===== src/mem_pkg.sv =====
`default_nettype none

package mem_pkg;

    // --------------------
    // address map
    // --------------------

    // the region field sits in address bits 31:24, so the width is fixed here.
    localparam int XLEN = 32;

    localparam logic [7:0] REGION_IRAM = 8'h00;
    localparam logic [7:0] REGION_DRAM = 8'h10;

    // --------------------
    // data types
    // --------------------

    // one memory word, seen either whole or as four bytes with byte 0 lowest.
    typedef union packed {
        logic [XLEN-1:0]  word;
        logic [3:0][7:0]  bytes;
    } mem_word_u;

    typedef struct packed {
        logic [XLEN-1:0] addr;
        mem_word_u       data;
        logic [3:0]      byte_en;
    } mem_wr_t;

    typedef struct packed {
        logic      valid;
        mem_word_u data;
    } mem_rd_t;

    // payload is a start address when is_addr is set, otherwise a byte in 7:0.
    typedef struct packed {
        logic            is_addr;
        logic [XLEN-1:0] payload;
    } load_cmd_t;

    typedef enum logic [1:0] {
        IDLE,
        EXEC,
        ACK_WAIT
    } load_state_e;

endpackage

`default_nettype wire


===== src/load_fsm.sv =====
`timescale 1ns/1ps
`default_nettype none

module load_fsm import mem_pkg::*; (
    input  logic      clk_i,
    input  logic      rst_n_i,
    input  logic      load_req_i,
    input  load_cmd_t load_cmd_i,
    output logic      load_ack_o,
    output logic      load_busy_o,
    output logic      cnt_load_o,
    output logic      cnt_step_o,
    output logic [7:0] wr_byte_o
);

    load_state_e state_q;
    load_state_e state_d;

    // --------------------
    // next state
    // --------------------

    always_comb begin
        state_d = state_q;
        case (state_q)
            IDLE: begin
                if (load_req_i) begin
                    state_d = EXEC;
                end
            end
            EXEC: begin
                state_d = ACK_WAIT;
            end
            ACK_WAIT: begin
                // hold ack until the host drops req.
                if (!load_req_i) begin
                    state_d = IDLE;
                end
            end
            default: begin
                state_d = IDLE;
            end
        endcase
    end

    // --------------------
    // state and ack
    // --------------------

    always_ff @(posedge clk_i or negedge rst_n_i) begin
        if (!rst_n_i) begin
            state_q    <= IDLE;
            load_ack_o <= 1'b0;
        end else begin
            state_q    <= state_d;
            load_ack_o <= (state_d == ACK_WAIT);
        end
    end

    // --------------------
    // command execution
    // --------------------

    // the host holds the command stable until ack, so EXEC decodes it directly.
    assign load_busy_o = (state_q == EXEC) && !load_cmd_i.is_addr;
    assign cnt_load_o  = (state_q == EXEC) && load_cmd_i.is_addr;
    assign cnt_step_o  = load_busy_o;
    assign wr_byte_o   = load_cmd_i.payload[7:0];

    // ack may only answer a request the host was still holding at the edge that raised it.
    a_ack_needs_req: assert property (
        @(posedge clk_i) disable iff (!rst_n_i)
        $rose(load_ack_o) |-> $past(load_req_i)
    ) else $error("load_fsm: ack raised while req is low");

endmodule

`default_nettype wire


===== config.mk =====
export PLATFORM = sky130hd
export DESIGN_NAME = load_fsm
export DESIGN_NICKNAME = d
export VERILOG_FILES = /design/src/mem_pkg.sv /design/src/load_fsm.sv
export SDC_FILE = /design/constraint.sdc
export NUM_CORES = 1
export LEC_CHECK = 0
export BUFFER_PORTS_ARGS = -buffer_cell sky130_fd_sc_hd__buf_2
export CORE_AREA = 2 2 39 41
export CTS_CLUSTER_DIAMETER = 150
export DETAILED_ROUTE_END_ITERATION = 6
export DIE_AREA = 0 0 41 43
export HOLD_SLACK_MARGIN = 0.15
export PLACE_DENSITY_LB_ADDON = 0.12
export SLEW_MARGIN = 20
export SYNTH_ARGS = -nofsm -noshare
export SYNTH_HDL_FRONTEND = slang
export SYNTH_SLANG_ARGS = --single-unit

===== constraint.sdc =====
create_clock -name clk_i -period 1.1 [get_ports clk_i]
set_input_delay 0.11 -clock clk_i [delete_from_list [all_inputs] [get_ports clk_i]]
set_output_delay 0.11 -clock clk_i [all_outputs]
set_load 0.1 [all_outputs]

==> results.sh <==
export IMPL_postLayoutCellArea_sq_um=317
export IMPL_dr_pass1_iters=1
export IMPL_drtAntennaViolNets=0
export IMPL_vias_per_cell=3.44
export IMPL_ctsResizeCount=0
export IMPL_drive_gt1_share_pct=64.0
export IMPL_worstPathArrival_ps=1150
export IMPL_critPathKind="register to output pin"
export IMPL_cts_inserted_buffers=3
export IMPL_hold_viol_final=0
export IMPL_worst_pin_slew_ps=257
export IMPL_grt_pass1_vias=138
export IMPL_die_w_microns=41
export IMPL_netlist_area_leader_share_pct=39.7
export IMPL_slowest_stage="dfrtp_1"
export IMPL_clock_power_share_pct=18.2
export IMPL_worst_setup_path_start_kind="register"
export IMPL_h_tree_depth=1
export IMPL_seq_area_frac_synth_pct=39.7
export IMPL_crit_required_ps=990
export IMPL_final_nets=62
export IMPL_wl_per_cell_microns=8.78
export IMPL_clock_sinks=3
export IMPL_violations="negative setup slack"
export IMPL_synth_area_leaders="dfrtp_1 (40%), buf_4 (36%), nor3b_2 (6.6%)"
export IMPL_grt_max_degree=7
export IMPL_timing_setup_tns_ps=-460
export IMPL_rsz0062_at_grt="yes"
export IMPL_ir_worst_vdd_v=0.000729
export IMPL_synth_avg_cell_area_sq_um=9.94
export IMPL_drt_iter0_drc=0
export IMPL_p_per_area_nw_per_um2=3260
export IMPL_synth_top_family_by_area="buffers and inverters"
export IMPL_finish_utilization_pct=22.9
export IMPL_setup_viol=3
export IMPL_synth_top_cell_by_area="dfrtp_1"
export IMPL_cp_top_family="flip-flops"
export IMPL_vias=141
export IMPL_clock_path_buffers=2
export IMPL_synth_compound_area_share_pct=5.30
export IMPL_synth_cell_type_count=8
export IMPL_antenna_found_initial=0
export IMPL_fin_crit_sh_pct=115
export IMPL_multi_input_area_sq_um=60.1
export IMPL_p_switching_mw=0.504
export IMPL_muxShareOfSynthArea_pct=0
export IMPL_synth_xor_area_share_pct=0
export IMPL_seqCellArea_sq_um=76.3
export IMPL_start_util_pct=13.7
export IMPL_syn_area_sq_um=189
export IMPL_worstPathBufferInverterCount=2
export IMPL_wl_met2_microns=203
export IMPL_synth_simple_area_share_pct=17.2
export IMPL_cap_violations=0
export IMPL_cts_root_buf="clkbuf_4"
export IMPL_drv_slew=0
export IMPL_ioPinCount=48
export IMPL_grt_pass1_wl_microns=662
export IMPL_fillers=162
export IMPL_leakagePower_nw=0.134
export IMPL_fmax_mhz=794
export IMPL_row_count=14
export IMPL_place_area_sq_um=255
export IMPL_finalCriticalPeriod_ps=1260
export IMPL_max_stage_delay_ps=350
export IMPL_core_sq_um=1380
export IMPL_skew_ps=3.03
export IMPL_fp_dieArea_sq_um=1760
export IMPL_grt_overflow=0
export IMPL_status="finished, violations left"
export IMPL_yosysWarningCount=0
export IMPL_switching_share_pct=48.8
export IMPL_finalPower_mw=1.03
export IMPL_gp_congestion=0.504
export IMPL_routed_top_layer="met4"
export IMPL_hold_path_class="input pin to async pin"
export IMPL_wl_met1_microns=105
export IMPL_dr_wl_met3_microns=45
export IMPL_syn_inst=19
export IMPL_numPortBuffers=7
export IMPL_area_delta_synth_final_pct=67.6
export IMPL_syn_num_nets=55
export IMPL_antenna_cells=0
export IMPL_p_comb_share_pct=59.1
export IMPL_wl_microns=360
export IMPL_worstSkewPairLatency_ps=230
export IMPL_relSlewSlack_pct=82.8
export IMPL_setup_ws_ps=-160
export IMPL_die_h_microns=43
export IMPL_path_clk_slew_ps=40
export IMPL_pwr_share_seq_pct=22.7
export IMPL_path_cells="inv_2, nor3_4, buf_12"
export IMPL_cp_max_fo=3
export IMPL_cts_tree="built"
export IMPL_cp_end_kind="output pin"
export IMPL_grt_usage_pct=6.32
export IMPL_drc=0
export IMPL_synth_fa_ha_area_share_pct=0
export IMPL_p_int_mw=0.529
export IMPL_ys_ff_latch=3
repair_timing:
item / in CTS / in global routing
hold buffers: 2 / 0
endpoints found under the setup margin: 3 / 3
setup buffers: 1 / 1
pin swaps: 0 / 1
hold endpoints to repair: 5 / 0
cloned: 0 / 0
synthesized netlist by cell type:
cell,instances
buf_4,9
dfrtp_1,3
inv_1,1
nand3b_1,1
nor3_1,1
nor3b_1,1
nor3b_2,1
o21ai_0,2
metal layers:
layer | vias up | GRT usage (%)
li1 | 65 | -
met1 | 65 | 4.81
met2 | 9 | 7.19
met3 | 2 | 6.28
met4 | 0 | 8.67
met5 | - | 0
metrics by stage:
step	instances	hold slack [ps]	setup WS (ps)
2_1_floorplan	19	-186	-545
3_3_place_gp	33	-93.5	72.7
3_5_place_dp	33	-93.1	62.4
4_1_cts	40	195	-192
5_1_grt	41	210	-248
6_report	41	201	-160
power by group through the flow:
stage	logic [mW]	clock network, mW	registers, mW
after floorplan	0.408	0	0.356
after global placement	0.573	0	0.239
after detailed placement	0.571	0	0.240
after CTS	0.593	0.199	0.240
after global routing	0.636	0.221	0.246
final	0.610	0.188	0.235
cells in the final DEF (no fill, tap or decap):
cell type / instances
nor3b_4: 1
nand3b_1: 1
dlygate4sd3_1: 2
buf_12: 4
clkbuf_1: 1
inv_2: 1
dfrtp_1: 2
buf_4: 2
nor3b_1: 1
o21ai_0: 2
dfrtp_2: 1
clkbuf_4: 3
nor3_4: 1
buf_2: 3
worst reg2reg max path: stages (launching register included):
cell	delay, ps
dfrtp_1	380
buf_4	140
nand3b_1	150
o21ai_0	80
kinds of logic after synthesis:
kind of cell / Yosys count
buffers and inverters: 10
DFF: 3
and+or+nand+nor: 4
AOI/OAI and AO/OA: 2
registers in the layout (all words and copies together), names as in the netlist:
register	cells
state_q	2
load_ack_o	1
worst paths after layout:
path	startpoint	endpoint	cells past startpoint	slack [ps]
worst max-delay path	state_q[0]	load_busy_o	3	-160
worst min-delay path	rst_n_i	load_ack_o	2	200
worst max register to register	state_q[0]	state_q[1]	3	270
worst min register to register	state_q[0]	state_q[0]	2	550
max in group asynchronous	rst_n_i	state_q[1]	2	780
min in group clk_i	load_cmd_i[3]	wr_byte_o[3]	0	220
layout make-up:
cell class	count	area share, %
Inverter	1	1.19
Timing Repair Buffer	11	41.1
Clock buffer	4	8.30
Sequential cell	3	24.1
Multi-Input combinational cell	6	19.0
Tap cell	16	6.32
Note: power is estimated with default switching activity, not from simulation.
