$ cat src/mem_pkg.sv
`default_nettype none

package mem_pkg;

    // --------------------
    // address map
    // --------------------

    // the region field sits in address bits 31:24, so the width is fixed here.
    localparam int XLEN = 32;

    localparam logic [7:0] REGION_IRAM = 8'h00;
    localparam logic [7:0] REGION_DRAM = 8'h10;

    // --------------------
    // data types
    // --------------------

    // one memory word, seen either whole or as four bytes with byte 0 lowest.
    typedef union packed {
        logic [XLEN-1:0]  word;
        logic [3:0][7:0]  bytes;
    } mem_word_u;

    typedef struct packed {
        logic [XLEN-1:0] addr;
        mem_word_u       data;
        logic [3:0]      byte_en;
    } mem_wr_t;

    typedef struct packed {
        logic      valid;
        mem_word_u data;
    } mem_rd_t;

    // payload is a start address when is_addr is set, otherwise a byte in 7:0.
    typedef struct packed {
        logic            is_addr;
        logic [XLEN-1:0] payload;
    } load_cmd_t;

    typedef enum logic [1:0] {
        IDLE,
        EXEC,
        ACK_WAIT
    } load_state_e;

endpackage

`default_nettype wire

$ cat src/load_addr_counter.sv
`timescale 1ns/1ps
`default_nettype none

module load_addr_counter import mem_pkg::*; (
    input  logic            clk_i,
    input  logic            rst_n_i,
    input  logic            load_i,
    input  logic [XLEN-1:0] start_addr_i,
    input  logic            step_i,
    output logic [XLEN-1:0] addr_o
);

    // the full address increments, so bytes walk lanes 0 to 3 and then carry
    // into the next word and, past the end, into the next region.
    always_ff @(posedge clk_i or negedge rst_n_i) begin
        if (!rst_n_i) begin
            addr_o <= '0;
        end else if (load_i) begin
            addr_o <= start_addr_i;
        end else if (step_i) begin
            addr_o <= addr_o + 1'b1;
        end
    end

    // the FSM issues either an address load or a byte step in one EXEC cycle.
    a_load_step_exclusive: assert property (
        @(posedge clk_i) disable iff (!rst_n_i)
        !(load_i && step_i)
    ) else $error("load_addr_counter: load and step requested together");

endmodule

`default_nettype wire

$ cat config.mk
export PLATFORM = sky130hd
export DESIGN_NAME = load_addr_counter
export DESIGN_NICKNAME = d
export VERILOG_FILES = /design/src/mem_pkg.sv /design/src/load_addr_counter.sv
export SDC_FILE = /design/constraint.sdc
export NUM_CORES = 1
export LEC_CHECK = 0
export ABC_AREA = 1
export BUFFER_PORTS_ARGS = -buffer_cell sky130_fd_sc_hd__buf_4
export CAP_MARGIN = 10
export CORE_MARGIN = 2
export CORE_UTILIZATION = 30
export CTS_CLUSTER_DIAMETER = 150
export DETAILED_ROUTE_END_ITERATION = 10
export GPL_TIMING_DRIVEN = 0
export PLACE_DENSITY_LB_ADDON = 0.2
export SYNTH_ARGS = -nofsm -noshare
export SYNTH_HDL_FRONTEND = slang
export SYNTH_SLANG_ARGS = --single-unit
$ cat constraint.sdc
create_clock -name clk_i -period 4.1 [get_ports clk_i]
set_input_delay 0.82 -clock clk_i [delete_from_list [all_inputs] [get_ports clk_i]]
set_output_delay 0.82 -clock clk_i [all_outputs]
set_load 0.02 [all_outputs]
==> results.md, run 1 <==
* Run status: completed
* Final nets at 435
* GRT Total Usage at 0.1706
* Worst slew margin at 0.6196
* Initial drt markers at around 110
* Row cnt at 31
* Arr. time, crit path at 0.96 ns
* Clk sink count at 32
* CTS tree: done
* Total gr overflow at 0
* Vias in the first global route at 2213
* Area growth, synth to finish at 31.98%
* Core outline area at 7214 µm²
* Slowest-stage cell, CP: dfrtp_1
* Final Slew Violations at 0
* Final core utilization at 0.4058
* Final Cell Area at 2928 µm²
* Leading cell type in the layout, fill and taps excluded: nand2_1
* Worst Path Class, Setup: reg2out
* Worst clock skew at 0.009698 ns
* CTS Buf Count at 5
* Syn Nets at 362
* Crit. End Element: output port
* Synth unique cells at 20
* Hpwl dp at just over 5000 µm
* Final Wtd Congestion at approximately 0.86
* Worst-case vdd ir drop at around 0.00014 V
* Hold Path Class: in2async
* Max Fanout on Critical Path at 5
* Post-CTS setup buffers at 0
* Vias per cell at 4.661
* CTS HTree Levels at 2
* Leakage at ~0.0014 µW
* R2R Setup Slk at 2.51 ns
* Worst Tran Pin Value at roughly 0.57 ns
* Io pins at just under 70
* Register area share after synthesis at 0.3610
* Total power draw at 904.0 µW
* Initial core utilization at 0.3075
* Resize count post-CTS at 0
* Global-route wire length before repair at 11070 µm
* WL/cell at 13.37 µm
* Final Hold Fails at 0
* Antenna violations before repair at 0
* Worst-path clk slew at 0.08 ns
* Placed cell areas at 2838 µm²
* Synth Cell Area at 2218 µm²
* Die area at 8098 µm²
* Crit share post-route at 0.4341
* Worst R2R Start: addr_o[0]$_DFFE_PN0P_
* Reg2reg end: addr_o[30]$_DFFE_PN0P_
* Die W at 89.99 µm
* Cell family with most CP delay: flip-flops
* Mapped Avg Cell Area at 6.826 µm²
* CP required at approximately 3.3 ns
* DR pass1 iterations at 4
* Max cap viols at 0
* DRT antenna net count at 0
* Hold Buf Count CTS at 0
* Inserted Diodes at 0
* Clock root buffer: clkbuf_8
* Crit path buffers/inverters at 1
* Most frequent cells in the layout: nand2_1, buf_4, nand3_1
* DR vias at 2321
* Drt total wl at 6657 µm
* Ys Warns at 0
* Pwr Density at 308.8 nW/µm²
* Port bufs at between 60 and 70
* #FFs+latches synth at 32
* Highest Clock Rate at 561.8 MHz
* Maximum number of pins on one net before global-route repair at 33
* Critical path depth at 1
* Fin crit period at 1.780 ns
* Setup TNS at 0 ns
* Final setup viols at 0
* RSZ-0062 raised after global routing: no
* R2R depth at 8
* Startpoint types: flop
* Top reg by flops: addr_o
* Largest registers: addr_o (32)
* Synthesized instance count at ~330
* DR DRC count at 0
* Max reg flops at 32
* Layout cells sized above 1 at 0.2406
* Worst path cell trace: buf_4
* Delay of the slowest critical-path stage at 0.48 ns
* Clock latency on the worst-skew pair at just under 0.3 ns
* Die Y at 89.99 µm
* Clk buf depth at 2
-- cell type report --
| cell class | count | area [µm²] |
|---|---|---|
| Timing Repair Buffer | 66 | 495.5 |
| Buffer | 9 | 40.04 |
| Fill cell | 814 | 4287 |
| Inverter | 28 | 105.1 |
| Sequential cell | 32 | 800.8 |
| Multi-Input combinational cell | 256 | 1272 |
| Clock buffer | 8 | 90.09 |
| Tap cell | 99 | 123.9 |
-- how the worst max path moves through the flow --
stage	startpoint	end	slack, ns
after global routing	addr_o[9]$_DFFE_PN0P_	addr_o[9]	2.28
after CTS	addr_o[8]$_DFFE_PN0P_	addr_o[8]	2.32
after global placement	load_i	addr_o[25]$_DFFE_PN0P_	2.12
after detailed placement	load_i	addr_o[25]$_DFFE_PN0P_	2.14
final	addr_o[8]$_DFFE_PN0P_	addr_o[8]	2.32
after floorplan	load_i	addr_o[10]$_DFFE_PN0P_	2.47
-- metrics by stage --
stage          cells  hold WS [ns]  setup WS (ns)
2_1_floorplan    325        0.5244          2.466
3_3_place_gp     490        0.5444          2.123
3_5_place_dp     490        0.5524          2.140
4_1_cts          498        0.4866          2.318
5_1_grt          498        0.4980          2.284
6_report         498        0.4691          2.320
-- synth_stat cells --
cell type  count  share of area
ha_1           1         0.0056
buf_2          5          0.011
a21oi_1        2         0.0045
nand3_1       36          0.081
dfrtp_1       32           0.36
o21bai_1       2         0.0068
nor2_2         6          0.017
a22oi_1       25          0.085
inv_1         28          0.047
nor2_4         7          0.036
xor2_1         9          0.036
o21ai_1        1         0.0023
nand2_1      117           0.20
nor2_1        34          0.058
and2_1         2         0.0056
nand2_2        5          0.014
nand2_4        1         0.0051
clkbuf_1       4         0.0068
o211ai_1       2         0.0068
o21ai_0        6          0.014
-- kinds of logic after synthesis --
logic type | count (synthesis) | share of synthesized area
adders and majority gates | 1 | 0.005639
DFF | 32 | 0.3610
and+or+nand+nor | 208 | 0.4140
xor gates and xnor gates | 9 | 0.03553
buffers and inverters | 37 | 0.06542
AOI/OAI and AO/OA | 38 | 0.1184
-- metal layers --
| metal | vias to the layer above | routed length [µm] | track usage |
|---|---|---|---|
| li1 | 1199 | - | - |
| met3 | 6 | 310 | 0.03185 |
| met2 | 54 | 3034 | 0.2765 |
| met1 | 1062 | 3240 | 0.2348 |
| met5 | - | 0 | 0 |
| met4 | 0 | 71 | 0.04487 |
-- power by group --
group	switching, µW	leakage, µW	internal [µW]
registers	55.1	0.000390	348
logic	134	0.000967	105
clock network	124	0.0000455	137
(Power assumes the default switching activity.)
==> inputs of run 2 (changes only) <==
--- a/config.mk
+++ b/config.mk
@@ -5,7 +5,7 @@
 export SDC_FILE = /design/constraint.sdc
 export NUM_CORES = 1
 export LEC_CHECK = 0
-export ABC_AREA = 1
+export ABC_AREA = 0
 export BUFFER_PORTS_ARGS = -buffer_cell sky130_fd_sc_hd__buf_4
 export CAP_MARGIN = 10
 export CORE_MARGIN = 2
==> constraint.sdc (replaced) <==
create_clock -name clk_i -period 1.59 [get_ports clk_i]
set_input_delay 0.318 -clock clk_i [delete_from_list [all_inputs] [get_ports clk_i]]
set_output_delay 0.318 -clock clk_i [all_outputs]
set_load 0.02 [all_outputs]
==> results.md, run 2 <==
* Multi-input gate area at 1171 µm² (-8.0%)
* Final nets at 367 (-16%)
* Most common cell in the synthesized netlist: dfrtp_1
* Global-route wire length before repair at 10080 µm (-9.0%)
* Area leader, netlist: dfrtp_1
* Top reg by flops: addr_o
* Setup TNS at -0.1170 ns (-0.1170 ns)
* Die W at 84.97 µm (-5.6%)
* WL/cell at 15.31 µm (+15%)
* Antenna violations before repair at 0 (unchanged)
* Clock root buffer: clkbuf_8
* RSZ-0062 raised after global routing: yes
* Total power draw at 2392 µW (+160%)
* Highest Clock Rate at 611.6 MHz
* Startpoint types: flop
* Max reg flops at 32 (unchanged)
* Vias in the first global route at 2031 (-8.2%)
* Synthesized instance count at 219 (-33%)
* Initial core utilization at 0.3098 (+0.002261)
* Leakage at 0.001255 µW (-11%)
* Area growth, synth to finish at 55.15%
* Vias per cell at 5.284 (+13%)
* Syn Nets at 256 (-29%)
* CTS HTree Levels at 2 (unchanged)
* Placed cell areas at 2599 µm² (-8.4%)
* Drt total wl at 6247 µm (-6.2%)
* Hold Path Class: in2reg
* Worst-path clk slew at 0.07 ns (about the same)
* Pwr Density at 783.7 nW/µm² (+150%)
* Worst Tran Pin Value at 0.4858 ns (-0.08483 ns)
* Fin crit period at 1.635 ns
* Ys Warns at 0 (unchanged)
* Post-synth top area share at 0.4071 (+0.04615)
* Initial drt markers at 130 (+23%)
* Worst slew margin at 0.6761 (+0.05656)
* #FFs+latches synth at 32 (unchanged)
* Setup WS post-layout at -0.04499 ns (-2.365 ns)
* Leading cell type in the layout, fill and taps excluded: buf_4
* Io pins at 68 (unchanged)
* CTS Buf Count at 5 (unchanged)
* Ys flop type: dfrtp_1
* Register area share after synthesis at 0.4071 (+0.04615)
* Final setup viols at 4 (+4)
* Final Hold Fails at 0 (unchanged)
* Worst Path Class, Setup: reg2reg
* Die area at 7220 µm² (-11%)
* Worst R2R Start: addr_o[3]$_DFFE_PN0P_
* DR pass1 iterations at 4 (unchanged)
* Port bufs at 67 (+1.5%)
* Ys async rst share at 1.000 (unchanged)
* DR vias at 2156 (-7.1%)
* Total gr overflow at 0 (unchanged)
* Fill cell count at 627 (-23%)
* Top cells by area, synth: dfrtp_1, o21ai_0, nand2_1, or4_1, a31oi_1
* Mapped Avg Cell Area at 8.981 µm² (+32%)
* Worst-case vdd ir drop at 0.0003600 V (+150%)
* Routed wl met2 at 2886 µm (-4.9%)
* Crit share post-route at 1.028
* Final Cell Area at 3052 µm² (+4.2%)
* DRT antenna net count at 0 (unchanged)
* Crit. End Element: flop
* Maximum number of pins on one net before global-route repair at 33 (unchanged)
* Post-synth EDFFs at 0 (unchanged)
* Setup WS pre-CTS at -0.1787 ns (-2.318 ns)
* Critical Path Start: addr_o[3]$_DFFE_PN0P_
* Largest registers: addr_o (32)
* CP required at 1.78 ns (-1.50 ns)
* Hpwl dp at 4119 µm (-19%)
* Inserted Diodes at 0 (unchanged)
* Failing checks: setup timing
* DR DRC count at 0 (unchanged)
* CTS tree: done
* Wl on met1 at 2848 µm (-12%)
* Clk buf depth at 2 (unchanged)
* Max Fanout on Critical Path at 5 (unchanged)
* Final Wtd Congestion at 0.7989 (-6.7%)
* Max cap viols at 0 (unchanged)
* Uppermost routed layer: met4
* Seq. cell area at 824.5 µm² (+3.0%)
* Row cnt at 29 (-6.5%)
* Clock latency on the worst-skew pair at 0.29 ns (about the same)
* HP Start: start_addr_i[9]
* Clk sink count at 32 (unchanged)
* Synth Cell Area at 1967 µm² (-11%)
* Worst clock skew at 0.005749 ns (-0.003950 ns)
* GRT Total Usage at 0.1733 (+0.002758)
* Worst Hold Slack at 0.2317 ns (-0.2374 ns)
* Most frequent cells in the layout: buf_4, nand2_1, o21ai_0
* Arr. time, crit path at 1.82 ns (+0.86 ns)
* Core outline area at 6350 µm² (-12%)
* Synth unique cells at 40 (+100%)
* Die Y at 84.97 µm (-5.6%)
* Post-synth top cells: dfrtp_1, nand2_1, o21ai_0, nor2_1
* Final Slew Violations at 0 (unchanged)
* Met3 WL at 422 µm (+36%)
* Run status: finished, violations left
* Layout cells sized above 1 at 0.4441 (+0.2035)
-- run 2: per-stage QoR --
step,util,std cells
2_1_floorplan,-,219
3_3_place_gp,0.4093,363
3_5_place_dp,0.4093,363
4_1_cts,0.4520,393
5_1_grt,0.4806,408
6_report,0.4806,408
-- run 2: area by class of cell --
class	count	area share
Multi-Input combinational cell	174	0.3838
Sequential cell	32	0.2702
Timing Repair Buffer	102	0.2567
Tap cell	77	0.03157
Clock buffer	8	0.02952
Buffer	12	0.02460
Inverter	3	0.003690
-- run 2: worst paths after layout --
path                                           to  slack [ns]  cells past startpoint
max                        addr_o[25]$_DFFE_PN0P_       -0.04                      5
min                         addr_o[9]$_DFFE_PN0P_        0.23                      3
max reg2reg                addr_o[25]$_DFFE_PN0P_       -0.04                      5
min reg2reg                addr_o[25]$_DFFE_PN0P_        0.60                      2
max in group asynchronous   addr_o[6]$_DFFE_PN0P_        0.73                      2
min in group asynchronous  addr_o[23]$_DFFE_PN0P_        0.52                      2
-- run 2: cells by family (layout without fill, tap and decap cells) --
family,after synthesis,count (layout),synth area share
buf+inv,15,125,0.03753
xor+xnor,12,12,0.05343
mux,1,1,0.005089
flops,32,32,0.4071
fa+ha+maj,1,1,0.006360
simple gates,106,108,0.3238
compound gates,52,52,0.1667
-- run 2: routing by layer --
layer | track usage | up-vias
li1 | - | 1067
met1 | 0.2415 | 994
met2 | 0.2699 | 83
met3 | 0.04086 | 12
met4 | 0.04762 | 0
met5 | 0 | -
-- run 2: power breakdown --
group / total, µW / switching (µW) / internal, µW
clock: 667 / 314 / 353
combinational: 725 / 366 / 358
sequential: 1000 / 96.2 / 903
-- run 2: timing repair --
item                                    in CTS  in global routing
endpoints found under the setup margin      15                 19
cloned                                       2                  0
hold endpoints to repair                    32                  0
buffers inserted                            19                 15
gates resized for setup                      2                 16
hold buffers                                 1                  0
pin swaps                                    4                 19
-- run 2: worst max-delay path, stage by stage (launching register included) --
cell and delay, ns:
dfrtp_2 0.37, and4_1 0.21, buf_6 0.14, nand4_1 0.19, or4_1 0.52, o311ai_1 0.10
